## config.mk

```make
export PLATFORM = sky130hd
export DESIGN_NAME = mem_map_top
export DESIGN_NICKNAME = d
export VERILOG_FILES = /design/src/logic/agc_mem_map_pkg.sv /design/src/logic/agc_pipe_pkg.sv /design/src/logic/bank_regs.sv /design/src/logic/mem_map_top.sv /design/src/logic/phys_addr_gen.sv /design/src/logic/region_classify.sv
export SDC_FILE = /design/constraint.sdc
export NUM_CORES = 1
export LEC_CHECK = 0
export ABC_CLOCK_PERIOD_IN_PS = 1700
export BUFFER_PORTS_ARGS = -buffer_cell sky130_fd_sc_hd__buf_2
export CAP_MARGIN = 20
export CORE_UTILIZATION = 47
export DETAILED_ROUTE_END_ITERATION = 7
export HOLD_SLACK_MARGIN = 0.08
export PLACE_DENSITY = 0.75
export REMOVE_ABC_BUFFERS = 1
export SYNTH_ARGS = -nofsm -noshare
export SYNTH_HDL_FRONTEND = slang
export SYNTH_SLANG_ARGS = --single-unit
```

## constraint.sdc

```tcl
create_clock -name clk -period 1.7 [get_ports clk]
set_input_delay 0.17 -clock clk [delete_from_list [all_inputs] [get_ports clk]]
set_output_delay 0.17 -clock clk [all_outputs]
set_load 0.1 [all_outputs]
```

## src/logic/agc_mem_map_pkg.sv

```systemverilog
package agc_mem_map_pkg;

  // Machine word and address widths
  localparam int word_w      = 15;
  localparam int soft_addr_w = 12;
  localparam int rom_addr_w  = 14;
  localparam int ram_addr_w  = 11;
  localparam int bank_bits_w = 3;

  // Bank field positions inside a written word
  // EB sits in bits 11..9
  localparam int eb_lsb = 9;
  // FB sits in bits 14..12
  localparam int fb_lsb = 12;

  // Software address as seen by the program
  typedef logic [soft_addr_w-1:0] soft_addr_t;

  // Physical ROM address, 16 banks worth of space
  typedef logic [rom_addr_w-1:0] rom_addr_t;

  // Physical erasable memory address
  typedef logic [ram_addr_w-1:0] ram_addr_t;

  // One bank register field
  typedef logic [bank_bits_w-1:0] bank_bits_t;

  // Software region boundaries, all octal
  // Fixed RAM below this, banked RAM from here
  localparam soft_addr_t ram_fixed_top   = 12'o1400;
  // First address of the ROM half of the map
  localparam soft_addr_t rom_region_base = 12'o2000;
  // Fixed ROM from here up to the top
  localparam soft_addr_t rom_fixed_base  = 12'o4000;

  // Size of one erasable bank
  localparam ram_addr_t ram_bank_size = 11'o0400;

  // Size of one fixed bank
  localparam rom_addr_t rom_bank_size = 14'o02000;

  // Offset forced when the top EB bit is set
  localparam ram_addr_t ram_high_bank_offset = 11'o2000;

endpackage : agc_mem_map_pkg

```

## src/logic/agc_pipe_pkg.sv

```systemverilog
package agc_pipe_pkg;

  // Stage count from lookup to result
  localparam int pipe_latency = 3;

  // Target of a bank register write
  typedef enum logic [1:0] {
    bank_eb = 2'd0,
    bank_fb = 2'd1,
    bank_bb = 2'd2
  } bank_sel_t;

  // Memory regions
  // Top bit set means ROM
  typedef enum logic [1:0] {
    reg_ram_fixed  = 2'b00,
    reg_ram_banked = 2'b01,
    reg_rom_banked = 2'b10,
    reg_rom_fixed  = 2'b11
  } region_t;

  // First stage payload, 18 bits
  typedef struct packed {
    agc_mem_map_pkg::soft_addr_t addr;
    agc_mem_map_pkg::bank_bits_t eb;
    agc_mem_map_pkg::bank_bits_t fb;
  } lookup_t;

  // Second stage payload
  typedef struct packed {
    region_t                     region;
    agc_mem_map_pkg::rom_addr_t  norm_off;
    agc_mem_map_pkg::rom_addr_t  bank_off;
  } classed_t;

  // RAM address with zero fill up to the ROM width
  typedef struct packed {
    logic [agc_mem_map_pkg::rom_addr_w-agc_mem_map_pkg::ram_addr_w-1:0] pad;
    agc_mem_map_pkg::ram_addr_t                                          ram;
  } ram_view_t;

  // Final physical address word
  // Same bits read as ROM or as padded RAM
  typedef union packed {
    agc_mem_map_pkg::rom_addr_t rom;
    ram_view_t                  ram_view;
  } phys_addr_u;

endpackage : agc_pipe_pkg

```

## src/logic/bank_regs.sv

```systemverilog
`timescale 1ns/1ps

module bank_regs (
  input  logic                                  clk,
  input  logic                                  rst_l,
  input  logic                                  bank_wr_en,
  input  agc_pipe_pkg::bank_sel_t               bank_wr_sel,
  input  logic [agc_mem_map_pkg::word_w-1:0]    bank_wr_data,
  input  logic                                  lookup_valid,
  input  agc_mem_map_pkg::soft_addr_t           lookup_addr,
  output logic                                  s1_valid,
  output agc_pipe_pkg::lookup_t                 s1,
  output agc_mem_map_pkg::bank_bits_t           bank_eb,
  output agc_mem_map_pkg::bank_bits_t           bank_fb
);

  // Fields pulled out of the write word
  agc_mem_map_pkg::bank_bits_t wr_eb;
  agc_mem_map_pkg::bank_bits_t wr_fb;

  // Bank values after this cycle's write
  agc_mem_map_pkg::bank_bits_t eb_next;
  agc_mem_map_pkg::bank_bits_t fb_next;

  logic eb_hit;
  logic fb_hit;

  always_comb begin
    wr_eb = bank_wr_data[agc_mem_map_pkg::eb_lsb +: agc_mem_map_pkg::bank_bits_w];
    wr_fb = bank_wr_data[agc_mem_map_pkg::fb_lsb +: agc_mem_map_pkg::bank_bits_w];

    // BB write touches both fields
    eb_hit = bank_wr_en && ((bank_wr_sel == agc_pipe_pkg::bank_eb) ||
                            (bank_wr_sel == agc_pipe_pkg::bank_bb));
    fb_hit = bank_wr_en && ((bank_wr_sel == agc_pipe_pkg::bank_fb) ||
                            (bank_wr_sel == agc_pipe_pkg::bank_bb));

    // Forward the write so a same-cycle lookup sees it
    eb_next = eb_hit ? wr_eb : bank_eb;
    fb_next = fb_hit ? wr_fb : bank_fb;
  end

  // Bank register file, only the selected field moves
  always_ff @(posedge clk or negedge rst_l) begin
    if (!rst_l) begin
      bank_eb <= '0;
      bank_fb <= '0;
    end else begin
      bank_eb <= eb_next;
      bank_fb <= fb_next;
    end
  end

  // Stage 1 valid
  always_ff @(posedge clk or negedge rst_l) begin
    if (!rst_l) begin
      s1_valid <= 1'b0;
    end else begin
      s1_valid <= lookup_valid;
    end
  end

  // Lookup captured along with the forwarded banks
  always_ff @(posedge clk) begin
    if (lookup_valid) begin
      s1.addr <= lookup_addr;
      s1.eb   <= eb_next;
      s1.fb   <= fb_next;
    end
  end

  // Only EB, FB and BB are real bank targets
  a_legal_sel : assert property (@(posedge clk) disable iff (!rst_l)
    bank_wr_en |-> (bank_wr_sel inside {agc_pipe_pkg::bank_eb,
                                        agc_pipe_pkg::bank_fb,
                                        agc_pipe_pkg::bank_bb}));

endmodule : bank_regs

```

## src/logic/mem_map_top.sv

```systemverilog
`timescale 1ns/1ps

module mem_map_top (
  input  logic                               clk,
  input  logic                               rst_l,
  input  logic                               bank_wr_en,
  input  agc_pipe_pkg::bank_sel_t            bank_wr_sel,
  input  logic [agc_mem_map_pkg::word_w-1:0] bank_wr_data,
  input  logic                               lookup_valid,
  input  agc_mem_map_pkg::soft_addr_t        lookup_addr,
  output logic                               out_valid,
  output logic                               out_is_rom,
  output agc_pipe_pkg::phys_addr_u           out_addr,
  output agc_mem_map_pkg::bank_bits_t        bank_eb,
  output agc_mem_map_pkg::bank_bits_t        bank_fb
);

  // Stage 1 to stage 2
  logic                   s1_valid;
  agc_pipe_pkg::lookup_t  s1;

  // Stage 2 to stage 3
  logic                   s2_valid;
  agc_pipe_pkg::classed_t s2;

  bank_regs u_bank_regs (
    .clk          (clk),
    .rst_l        (rst_l),
    .bank_wr_en   (bank_wr_en),
    .bank_wr_sel  (bank_wr_sel),
    .bank_wr_data (bank_wr_data),
    .lookup_valid (lookup_valid),
    .lookup_addr  (lookup_addr),
    .s1_valid     (s1_valid),
    .s1           (s1),
    .bank_eb      (bank_eb),
    .bank_fb      (bank_fb)
  );

  region_classify u_region_classify (
    .clk      (clk),
    .rst_l    (rst_l),
    .s1_valid (s1_valid),
    .s1       (s1),
    .s2_valid (s2_valid),
    .s2       (s2)
  );

  phys_addr_gen u_phys_addr_gen (
    .clk        (clk),
    .rst_l      (rst_l),
    .s2_valid   (s2_valid),
    .s2         (s2),
    .out_valid  (out_valid),
    .out_is_rom (out_is_rom),
    .out_addr   (out_addr)
  );

endmodule : mem_map_top

```

## src/logic/phys_addr_gen.sv

```systemverilog
`timescale 1ns/1ps

module phys_addr_gen (
  input  logic                     clk,
  input  logic                     rst_l,
  input  logic                     s2_valid,
  input  agc_pipe_pkg::classed_t   s2,
  output logic                     out_valid,
  output logic                     out_is_rom,
  output agc_pipe_pkg::phys_addr_u out_addr
);

  // Full-width sum, wraps at 14 bits for ROM
  agc_mem_map_pkg::rom_addr_t sum;
  agc_mem_map_pkg::ram_addr_t ram_sum;
  agc_pipe_pkg::phys_addr_u   addr_next;
  logic                       is_rom;

  always_comb begin
    sum     = s2.norm_off + s2.bank_off;
    // RAM result keeps only the low 11 bits
    ram_sum = sum[agc_mem_map_pkg::ram_addr_w-1:0];

    // Region top bit picks the memory
    is_rom = s2.region[1];

    addr_next = '0;
    if (is_rom) begin
      addr_next.rom = sum;
    end else begin
      addr_next.ram_view.pad = '0;
      addr_next.ram_view.ram = ram_sum;
    end
  end

  // Output valid, one pulse per lookup
  always_ff @(posedge clk or negedge rst_l) begin
    if (!rst_l) begin
      out_valid <= 1'b0;
    end else begin
      out_valid <= s2_valid;
    end
  end

  // Result held until the next lookup lands
  always_ff @(posedge clk) begin
    if (s2_valid) begin
      out_is_rom <= is_rom;
      out_addr   <= addr_next;
    end
  end

  // Valid chain fully defined once out of reset
  a_valid_known : assert property (@(posedge clk) disable iff (!rst_l)
    !$isunknown(out_valid));

endmodule : phys_addr_gen

```

## src/logic/region_classify.sv

```systemverilog
`timescale 1ns/1ps

module region_classify (
  input  logic                   clk,
  input  logic                   rst_l,
  input  logic                   s1_valid,
  input  agc_pipe_pkg::lookup_t  s1,
  output logic                   s2_valid,
  output agc_pipe_pkg::classed_t s2
);

  agc_pipe_pkg::region_t      region;
  agc_mem_map_pkg::rom_addr_t norm_off;
  agc_mem_map_pkg::rom_addr_t bank_off;
  agc_mem_map_pkg::rom_addr_t eb_off;
  agc_mem_map_pkg::rom_addr_t fb_off;

  always_comb begin
    // Region from the software address alone
    if (s1.addr < agc_mem_map_pkg::ram_fixed_top) begin
      region = agc_pipe_pkg::reg_ram_fixed;
    end else if (s1.addr < agc_mem_map_pkg::rom_region_base) begin
      region = agc_pipe_pkg::reg_ram_banked;
    end else if (s1.addr < agc_mem_map_pkg::rom_fixed_base) begin
      region = agc_pipe_pkg::reg_rom_banked;
    end else begin
      region = agc_pipe_pkg::reg_rom_fixed;
    end

    // Erasable bank offset table, no multiplier
    unique case (s1.eb[1:0])
      2'b00: eb_off = '0;
      2'b01: eb_off = agc_mem_map_pkg::rom_addr_t'(agc_mem_map_pkg::ram_bank_size);
      2'b10: eb_off = agc_mem_map_pkg::rom_addr_t'(2 * agc_mem_map_pkg::ram_bank_size);
      2'b11: eb_off = agc_mem_map_pkg::rom_addr_t'(3 * agc_mem_map_pkg::ram_bank_size);
    endcase
    // Top EB bit overrides the low two
    if (s1.eb[2]) begin
      eb_off = agc_mem_map_pkg::rom_addr_t'(agc_mem_map_pkg::ram_high_bank_offset);
    end

    // Fixed bank offset table
    unique case (s1.fb)
      3'd0: fb_off = '0;
      3'd1: fb_off = agc_mem_map_pkg::rom_bank_size;
      3'd2: fb_off = agc_mem_map_pkg::rom_addr_t'(2 * agc_mem_map_pkg::rom_bank_size);
      3'd3: fb_off = agc_mem_map_pkg::rom_addr_t'(3 * agc_mem_map_pkg::rom_bank_size);
      3'd4: fb_off = agc_mem_map_pkg::rom_addr_t'(4 * agc_mem_map_pkg::rom_bank_size);
      3'd5: fb_off = agc_mem_map_pkg::rom_addr_t'(5 * agc_mem_map_pkg::rom_bank_size);
      3'd6: fb_off = agc_mem_map_pkg::rom_addr_t'(6 * agc_mem_map_pkg::rom_bank_size);
      3'd7: fb_off = agc_mem_map_pkg::rom_addr_t'(7 * agc_mem_map_pkg::rom_bank_size);
    endcase

    // Normalized offset and bank offset per region
    unique case (region)
      agc_pipe_pkg::reg_ram_fixed: begin
        norm_off = agc_mem_map_pkg::rom_addr_t'(s1.addr[agc_mem_map_pkg::ram_addr_w-1:0]);
        bank_off = '0;
      end
      agc_pipe_pkg::reg_ram_banked: begin
        norm_off = agc_mem_map_pkg::rom_addr_t'(s1.addr[agc_mem_map_pkg::ram_addr_w-1:0]);
        bank_off = eb_off;
      end
      agc_pipe_pkg::reg_rom_banked: begin
        // Banked window lands above the two fixed-fixed banks
        norm_off = agc_mem_map_pkg::rom_addr_t'(s1.addr) +
                   agc_mem_map_pkg::rom_addr_t'(agc_mem_map_pkg::rom_region_base);
        bank_off = fb_off;
      end
      agc_pipe_pkg::reg_rom_fixed: begin
        norm_off = agc_mem_map_pkg::rom_addr_t'(s1.addr - agc_mem_map_pkg::rom_fixed_base);
        bank_off = '0;
      end
    endcase
  end

  always_ff @(posedge clk or negedge rst_l) begin
    if (!rst_l) begin
      s2_valid <= 1'b0;
    end else begin
      s2_valid <= s1_valid;
    end
  end

  always_ff @(posedge clk) begin
    if (s1_valid) begin
      s2.region   <= region;
      s2.norm_off <= norm_off;
      s2.bank_off <= bank_off;
    end
  end

  // Fixed regions never pick up bank bits
  a_fixed_no_bank : assert property (@(posedge clk) disable iff (!rst_l)
    (s2_valid && (s2.region inside {agc_pipe_pkg::reg_ram_fixed,
                                    agc_pipe_pkg::reg_rom_fixed}))
    |-> (s2.bank_off == '0));

endmodule : region_classify

```

---- Word level (Yosys, flattened, before mapping) ----
Memories as Yosys holds them, arrays and structs flattened. A register that Yosys moved wholly into a read port is not among the register bits.
Cells that the tools add are included.
storage, ports and cells
  bits in latches ......................... 0
  flip-flop bits (word level) ............. 72
  bits in read-only memories .............. 24
  word-level logic and storage cells ...... 48
  bits in writable memories ............... 0
  output and inout port bits .............. 22
  input port bits ......................... 33
  memories ................................ 1
memory list
  name              depth  bits a word  read ports  clocked after Yosys merged registers in  write ports  RTL line               text
  (name not given)  8      3            1           1                                        0            region_classify.sv:43  unique case (s1.fb)
cells by class
  reductions and logical operators ........ 9
  $add $sub $neg .......................... 3
  $lt $le $gt $ge ......................... 3
  multiplexer cells ....................... 10
  bitwise gates (word level) .............. 0
  divide/modulo/power cells ............... 0
  eq/ne operators ......................... 8
  multiply operators ...................... 0
  shifts and indexed selects .............. 0
operator list
  cell                      number
  $pmux W14 S3              2
  $pmux W14 S4              1
  $add A14 B14 Y14          1
  $mux W14                  1
  $add A12 B11 Y13 const B  1
  $sub A12 B12 Y13 const B  1
  $lt A12 B10 Y1 const B    1
  $lt A12 B11 Y1 const B    1
  $lt A12 B12 Y1 const B    1
  $eq A2 B2 Y1 const B      5
  $mux W3                   3
  $eq A2 B1 Y1 const B      3
  $logic_not A2 Y1          3
  $mux W2                   2
  $reduce_or A2 Y1          2
  $logic_and A1 B1 Y1       2
  $logic_or A1 B1 Y1        2
  $mux W1                   1

---- Logic depth before layout (Yosys ltp) ----
Gate-level depths: netlist (run 1).
  depth in word-level cells ............... 7
  mapped depth ............................ 7
  depth with buffers taken out ............ 7

---- Hierarchy ----
Synthesis (run 1) repeated with hierarchy kept, for this count alone.
second synthesis, totals
  cells, all modules ...................... 190
  area total of the unflattened synthesis .. 2773.9 µm²
modules (own cells, without submodules)
  module           instances  seq. area each (µm²)  cells an instance  area an instance (µm²)
  phys_addr_gen    1          475.5                 109                1132.3
  bank_regs        1          715.7                 37                 830.8
  region_classify  1          655.6                 44                 810.8

---- Least setup slack after synthesis (run 1) ----
OpenSTA, ideal clock, no wires.
  path kind ............................... register to register
  start ................................... reg, netlist name u_region_classify.s2[8]
  end ..................................... reg u_phys_addr_gen.out_addr[12] (netlist bit) (data pin)
  period minus slack after synthesis ...... 1.626 ns
  cell stages (with the launch flop) ...... 8
  arrival time ............................ 1.371 ns
  slack ................................... 0.074 ns
  required time ........................... 1.445 ns
  buffers on the path ..................... 0
  cells stage by stage .................... edfxtp_1 > ha_1 > inv_1 > fa_1 > nor2b_1 > o21a_1 > o21ai_0 > and3b_1
between the ends
  longest elaborated chain between the ends .. 1
ends and longest elaborated chain
  element                 RTL line             text
  $add A14 B14 Y14        phys_addr_gen.sv:20  sum = s2.norm_off + s2.bank_off;
  end signal: assignment  phys_addr_gen.sv:49  out_addr <= addr_next;
  end: declaration        phys_addr_gen.sv:10  output agc_pipe_pkg::phys_addr_u out_addr
No other way between the ends.
A chain may end at the register's enable or synchronous reset.

---- Worst setup path after layout (run 1) ----
  start ................................... reg, netlist name u_region_classify.s2[22]
  end ..................................... reg u_phys_addr_gen.out_addr[12] (netlist bit) (data pin)
between the ends
  longest elaborated chain between the ends .. 1
ends and longest elaborated chain
  element           RTL line
  $add A14 B14 Y14  phys_addr_gen.sv:20
No other way between the ends.

==> run_results.csv, run 1 <==
group,metric,value,unit
setup_path,reg2regPathDepth,7,
floorplanning,die_height,72.6,um
setup_path,arrival,1.78,ns
floorplanning,core,4750,um2
yosys,synth_async_sr_flop_share,13.8,%
clock_network,cts_tree,"yes",
clock_network,cts.htree.levels,3,
yosys,avgSynthCellArea,19.0,um2
yosys,yosys-top-cells-area,"edfxtp_1, dfrtp_1, ha_1",
yosys,synth_cell_type_count,29,
yosys,postSynthCellCount,123,
drt,via_per_inst,4.61,
timing,clock_skew,0.00611,ns
cells_and_area,final_nets,239,
grt,grt_max_degree,23,
worst_hold_path,hold_depth,2,
yosys,synth_seq_cells,65,
yosys,synth_top_area_share,67.9,%
clock_network,insertion_delay,0.33,ns
floorplanning,die_x,72.6,um
floorplanning,dieArea,5270,um2
power_and_ir_drop,leakagePower,1.23,nW
setup_path,path_class,"reg2reg",
setup_path,reg2reg_from,"u_region_classify.s2[22]",
setup_path,max_stage_delay,0.34,ns
yosys,ys_seq_area_share,80.1,%
setup_path,r2r-end,"u_phys_addr_gen.out_addr[12]",
drt,drtIter0Drc,49,
timing,whs,0.102,ns
grt,grt_remaining_overflow,0,
floorplanning,rows,25,
grt,antenna_found_initial,0,
clock_network,path_clk_slew,0.07,ns
power_and_ir_drop,finalPower,0.00389,W
cells_and_area,diodes,0,
outcome,status,"finished clean",
clock_network,cts-root-buf,"clkbuf_8",
grt,grt_use_total,14.4,%
placed_design,dp_hpwl,2190,um
setup_path,crit_fanout,2,
grt,grt_pass1_wl,5260,um
drt,remaining_drc_errors,0,
drt,wl,3370,um
timing,slew_headroom,58.5,%
setup_path,end_kind,"register",
yosys,synth_top_flop_cell,"edfxtp_1",
worst_hold_path,hp-class,"in2reg",
setup_path,crit_slowest_cell,"edfxtp_1",
grt,first_global_vias,1222,
drt,wl_per_cell,12.5,um
setup_path,required,1.78,ns
timing,fmax,590,MHz
clock_network,cts.path.max_buffers,2,
power_and_ir_drop,power.density,1290,nW/um2
timing,hold_viol_final,0,
yosys,synth_area,2340,um2
floorplanning,initial_core_util,49.3,%
yosys,yosys_warnings,0,
setup_path,cp-start-kind,"register",
setup_path,crit_chain,"ha_2 > inv_2 > fa_2 > nor2b_1 > o21a_1 > o21ai_1 > and3b_1",
yosys,yosys-top-cells-count,"edfxtp_1, dfrtp_1, ha_1",
yosys,synth.largest_area_cell,"edfxtp_1",
clock_network,cts_sinks,65,
timing,period_minus_slack,1.69,ns
yosys,yosysMostFrequentCell,"edfxtp_1",
cells_and_area,post-route-util,63.5,%
worst_hold_path,worstHoldStart,"bank_wr_data[13]",
timing,drv_slew,0,
timing,setup_viol,0,
worst_hold_path,min_to,"u_bank_regs.bank_fb[1]",
yosys,synth_edf_count,53,
drt,ant_nets,0,
drt,drtPass1Iterations,4,
placed_design,io_buffers,45,
floorplanning,io_pins,55,
clock_network,cts_inserted_buffers,9,
power_and_ir_drop,ir_drop,920,uV
setup_path,reg2reg_slack,0.006,ns
timing,grt_setup_unrepaired,"yes",
cells_and_area,drive_gt1_share,38.9,%
drt,via_count,1244,
run,drv_cap,0,
placed_design,gp_congestion,0.699,
cells_and_area,syn2layout_area_growth,29.0,%
timing,worst-slew-pin-transition,0.622,ns
timing,post-route-period-util,99.6,%
## metal layers
metal  vias to the layer above  track usage (%)  part of all wire [%]  wire length [um]
met1                       583             16.2                    43              1440
met3                         8             5.11                   4.9               166
met5                         -                0                     0                 0
met4                         0             11.3                   3.1               104
met2                        40             22.3                    49              1660
li1                        613                -                     -                 -
## flip-flops by register name (all words and copies together) (netlist names)
| name | cells |
|---|---|
| u_region_classify.fb_off | 3 |
| u_bank_regs.bank_eb | 3 |
| u_bank_regs.bank_fb | 3 |
| u_phys_addr_gen.out_addr | 14 |
| u_region_classify.s2_valid | 1 |
| u_region_classify.s2 | 20 |
| u_phys_addr_gen.out_is_rom | 1 |
| u_bank_regs.s1_valid | 1 |
| u_bank_regs.s1 | 18 |
| u_phys_addr_gen.out_valid | 1 |
## power breakdown
group / internal (W) / switching, W / total, W
Clock: 0.000647 / 0.000547 / 0.00119
Combinational: 0.000178 / 0.000545 / 0.000723
Sequential: 0.00191 / 0.0000633 / 0.00197
## what timing repair did
action                     CTS  global route
hold endpoints to repair    22             0
buffers inserted             1             1
resized for setup            4             0
setup endpoints to repair    1             1
hold buffers                14             0
pin swaps                    2             2
## stage by stage
step | std cells | TNS (ns) | cell area (um2) | setup slack (ns)
CTS | 269 | -0.00133 | 3010 | -0.00133
global route | 270 | -0.0466 | 3020 | -0.0404
detailed placement | 238 | -0.0724 | 2670 | -0.0724
global placement | 238 | 0 | 2670 | 0.0417
floorplan | 124 | 0 | 2350 | 0.0742
finish | 270 | 0 | 3020 | 0.00602
## critical path, delay by kind of cell, from the launching register on
| family | cells | cell delay, ns |
|---|---|---|
| adder cells (fa/ha/maj) | 2 | 0.51 |
| AO/OA/AOI/OAI | 2 | 0.24 |
| AND/OR/NAND/NOR | 2 | 0.31 |
| flip-flops | 1 | 0.34 |
| buffers and inverters | 1 | 0.04 |
## cells by family (layout without fill, tap and decap cells)
family / count (synthesis) / count (layout) / share of synthesized area (%)
mux: 9 / 9 / 4.81
buf+inv: 6 / 85 / 0.961
compound gates: 11 / 11 / 3.10
flops: 65 / 65 / 80.1
other cells: 1 / 2 / 0.160
xor+xnor: 1 / 1 / 0.374
simple gates: 22 / 22 / 5.88
fa+ha+maj: 8 / 8 / 4.59
## cells in the final DEF, fill, tap and decap left out
cell / count
o21a_1: 1
buf_2: 45
nor2_1: 3
ha_2: 1
nor2b_1: 2
nand4bb_1: 1
dfxtp_1: 3
nor3_1: 2
a21oi_1: 1
a21o_1: 1
o21ai_1: 1
o21ai_0: 3
nor3b_1: 1
clkbuf_16: 1
and2_1: 5
inv_2: 1
edfxtp_1: 53
a211oi_1: 2
o311a_1: 1
clkbuf_8: 10
conb_1: 2
dlygate4sd3_1: 14
nand2_2: 1
o211ai_1: 1
or2_2: 1
xnor2_1: 1
and3b_1: 1
fa_2: 1
inv_1: 5
clkinv_2: 4
dfrtp_1: 9
nand4b_1: 2
mux2_2: 6
buf_4: 4
mux2_4: 3
clkinvlp_4: 1
ha_1: 6
nand2_1: 2
nand3b_1: 1
## worst max-delay path by stage
stage,startpoint,to,slack (ns),cells past startpoint
3_5_place_dp,u_region_classify.s2[8],u_phys_addr_gen.out_addr[12],-0.07,7
5_1_grt,u_region_classify.s2[22],u_phys_addr_gen.out_addr[12],-0.04,7
2_1_floorplan,u_region_classify.s2[8],u_phys_addr_gen.out_addr[12],0.07,7
3_3_place_gp,u_region_classify.s2[8],u_phys_addr_gen.out_addr[12],0.04,7
4_1_cts,u_region_classify.s2[8],u_phys_addr_gen.out_addr[12],-0.001,7
6_report,u_region_classify.s2[22],u_phys_addr_gen.out_addr[12],0.006,7
## cell type report
type | count | area, um2
timing repair buffer | 63 | 395
fill | 372 | 1730
clock buffer | 11 | 163
clock inverter | 5 | 27.5
sequential | 65 | 1880
inverter | 6 | 22.5
tap | 67 | 83.8
multi-input combinational | 53 | 452
Note: power is estimated with default switching activity, not from simulation.
==> run 2, diff against run 1 <==
--- a/config.mk
+++ b/config.mk
@@ -6,13 +6,13 @@
 export NUM_CORES = 1
 export LEC_CHECK = 0
 export ABC_CLOCK_PERIOD_IN_PS = 1700
-export BUFFER_PORTS_ARGS = -buffer_cell sky130_fd_sc_hd__buf_2
+export BUFFER_PORTS_ARGS = -buffer_cell sky130_fd_sc_hd__clkbuf_2
 export CAP_MARGIN = 20
 export CORE_UTILIZATION = 47
 export DETAILED_ROUTE_END_ITERATION = 7
 export HOLD_SLACK_MARGIN = 0.08
 export PLACE_DENSITY = 0.75
-export REMOVE_ABC_BUFFERS = 1
+export SKIP_LAST_GASP = 1
 export SYNTH_ARGS = -nofsm -noshare
 export SYNTH_HDL_FRONTEND = slang
 export SYNTH_SLANG_ARGS = --single-unit
==> run 2 against run 1 <==
  * Combinational power fell by 2%
  * Sequential cell count stayed put
  * Largest power group unchanged
  * Worst hold slack lost 0.0012 ns
  * Count of clock-buffer cells in the layout increased by 3
  * Die area is the same
  * Highest routed layer unchanged
  * Global-route usage is 0.16 points lower
==> run_results.csv, run 2 (same netlist as run 1, synthesis figures left out) <==
group,metric,value,unit
outcome,status,"finished clean",
floorplanning,die_height,72.6,um
grt,grt_use_total,14.2,%
drt,drtIter0Drc,14,
setup_path,endpoint,"u_phys_addr_gen.out_addr[12]",
setup_path,crit_slowest_cell,"edfxtp_1",
grt,grt_pass1_wl,5370,um
timing,grt_setup_unrepaired,"yes",
clock_network,cts_tree,"yes",
cells_and_area,syn2layout_area_growth,29.4,%
floorplanning,die_x,72.6,um
floorplanning,core,4750,um2
timing,whs,0.101,ns
drt,via_count,1257,
drt,via_per_inst,4.69,
timing,hold_viol_final,0,
power_and_ir_drop,leakagePower,1.24,nW
cells_and_area,largest_register_ffs,20,
setup_path,required,1.77,ns
setup_path,crit_buf_inv,1,
worst_hold_path,hp-class,"in2reg",
drt,wl_per_cell,12.4,um
drt,wl,3320,um
timing,fmax,597,MHz
cells_and_area,diodes,0,
cells_and_area,fillers,366,
grt,grt_remaining_overflow,0,
floorplanning,dieArea,5270,um2
clock_network,cts.path.max_buffers,2,
cells_and_area,final_nets,237,
grt,antenna_found_initial,0,
setup_path,max_stage_delay,0.34,ns
power_and_ir_drop,power.density,1330,nW/um2
placed_design,io_buffers,45,
run,drv_cap,0,
setup_path,end_kind,"register",
drt,ant_nets,0,
setup_path,cp-start-kind,"register",
clock_network,cts.htree.levels,3,
timing,worst-slew-pin-transition,0.727,ns
setup_path,cp_top_family,"adder cells",
drt,remaining_drc_errors,0,
power_and_ir_drop,finalPower,0.00404,W
floorplanning,initial_core_util,49.3,%
setup_path,crit_fanout,2,
placed_design,dp_hpwl,2180,um
setup_path,arrival,1.75,ns
floorplanning,rows,25,
cells_and_area,drive_gt1_share,37.8,%
clock_network,insertion_delay,0.32,ns
timing,period_minus_slack,1.67,ns
clock_network,cts-root-buf,"clkbuf_8",
setup_path,crit_chain,"ha_2 > inv_1 > fa_2 > nor2b_1 > o21a_1 > o21ai_0 > and3b_1",
placed_design,gp_congestion,0.699,
grt,first_global_vias,1268,
timing,post-route-period-util,98.5,%
cells_and_area,layout_commonest_cell,"edfxtp_1",
drt,drtPass1Iterations,4,
cells_and_area,final_cell_mix,"edfxtp_1, clkbuf_2, clkbuf_8, dlygate4sd3_1, dfrtp_1",
setup_path,reg2reg_from,"u_region_classify.s2[22]",
setup_path,reg2reg_slack,0.03,ns
cells_and_area,top_regs,"u_region_classify.s2: 20 flops, u_bank_regs.s1: 18 flops, u_phys_addr_gen.out_addr: 14 flops",
grt,grt_max_degree,22,
setup_path,r2r-end,"u_phys_addr_gen.out_addr[12]",
clock_network,path_clk_slew,0.06,ns
setup_path,cp.depth,7,
setup_path,reg2regPathDepth,7,
timing,clock_skew,0.00849,ns
clock_network,cts_inserted_buffers,9,
timing,setup_viol,0,
setup_path,path_class,"reg2reg",
timing,drv_slew,0,
cells_and_area,largest_register,"u_region_classify.s2",
floorplanning,io_pins,55,
clock_network,cts_sinks,65,
timing,slew_headroom,51.5,%
power_and_ir_drop,ir_drop,993,uV
setup_path,critPathLaunch,"u_region_classify.s2[22]",
-- run 2: changes by cell type in the layout (fill, tap and decap cells not counted), moves of 3 or more --
cell	before	now
buf_2	45	0
clkbuf_2	0	45
clkbuf_8	10	13
clkinv_2	4	1
-- run 2: layout make-up --
type / instances / area, um2 / area share [%]
Clock buffer: 14 / 183 / 6.03
Inverter: 6 / 22.5 / 0.743
Sequential cell: 65 / 1880 / 61.9
Timing Repair Buffer: 61 / 378 / 12.5
Multi-Input combinational cell: 53 / 452 / 14.9
Clock inverter: 2 / 35.0 / 1.16
Tap cell: 67 / 83.8 / 2.77
-- run 2: stage by stage --
stage          util [%]  TNS (ns)  std cells  instance area (um2)  setup WS (ns)
4_1_cts            63.6         0        267                 3020        0.00710
3_5_place_dp       56.2   -0.0444        238                 2670        -0.0444
3_3_place_gp       56.2         0        238                 2670         0.0414
6_report           63.7         0        268                 3030         0.0256
5_1_grt            63.7   -0.0423        268                 3030        -0.0423
2_1_floorplan         -         0        124                 2350         0.0742
-- run 2: worst min path at each step --
stage                                start                      to  slack, ns  cells after the start
after floorplan                      rst_l  u_bank_regs.bank_eb[0]      -0.13                      0
after global placement               rst_l  u_bank_regs.bank_fb[0]       0.03                      1
after detailed placement             rst_l  u_bank_regs.bank_fb[0]       0.04                      1
after CTS                 bank_wr_data[11]  u_bank_regs.bank_eb[2]       0.09                      2
after global routing      bank_wr_data[11]  u_bank_regs.bank_eb[2]        0.1                      2
final                     bank_wr_data[11]  u_bank_regs.bank_eb[2]       0.10                      2
-- run 2: per-layer routing --
metal  share of wire (%)  global-route usage [%]  vias up
met5                   0                       0        -
met2                  52                    24.4       41
met1                  41                    15.3      602
met4                 2.4                    9.80        0
met3                 4.9                    3.87        7
li1                    -                       -      607
-- run 2: where the power goes --
| group | internal [W] | switching, W |
|---|---|---|
| logic | 0.000172 | 0.000535 |
| clock network | 0.000836 | 0.000517 |
| registers | 0.00191 | 0.0000718 |
-- run 2: what timing repair did --
item,CTS,global route
pin swaps,0,1
hold buffers,13,0
setup endpoints to repair,1,1
endpoints found under the hold margin,21,0
resized for setup,2,0
setup buffers,0,1
-- run 2: worst register-to-register path: cells and delay by family (launching register included) --
family,cells,cell delay (ns)
fa+ha+maj,2,0.52
flops,1,0.34
simple gates,2,0.31
compound gates,2,0.21
buf+inv,1,0.05
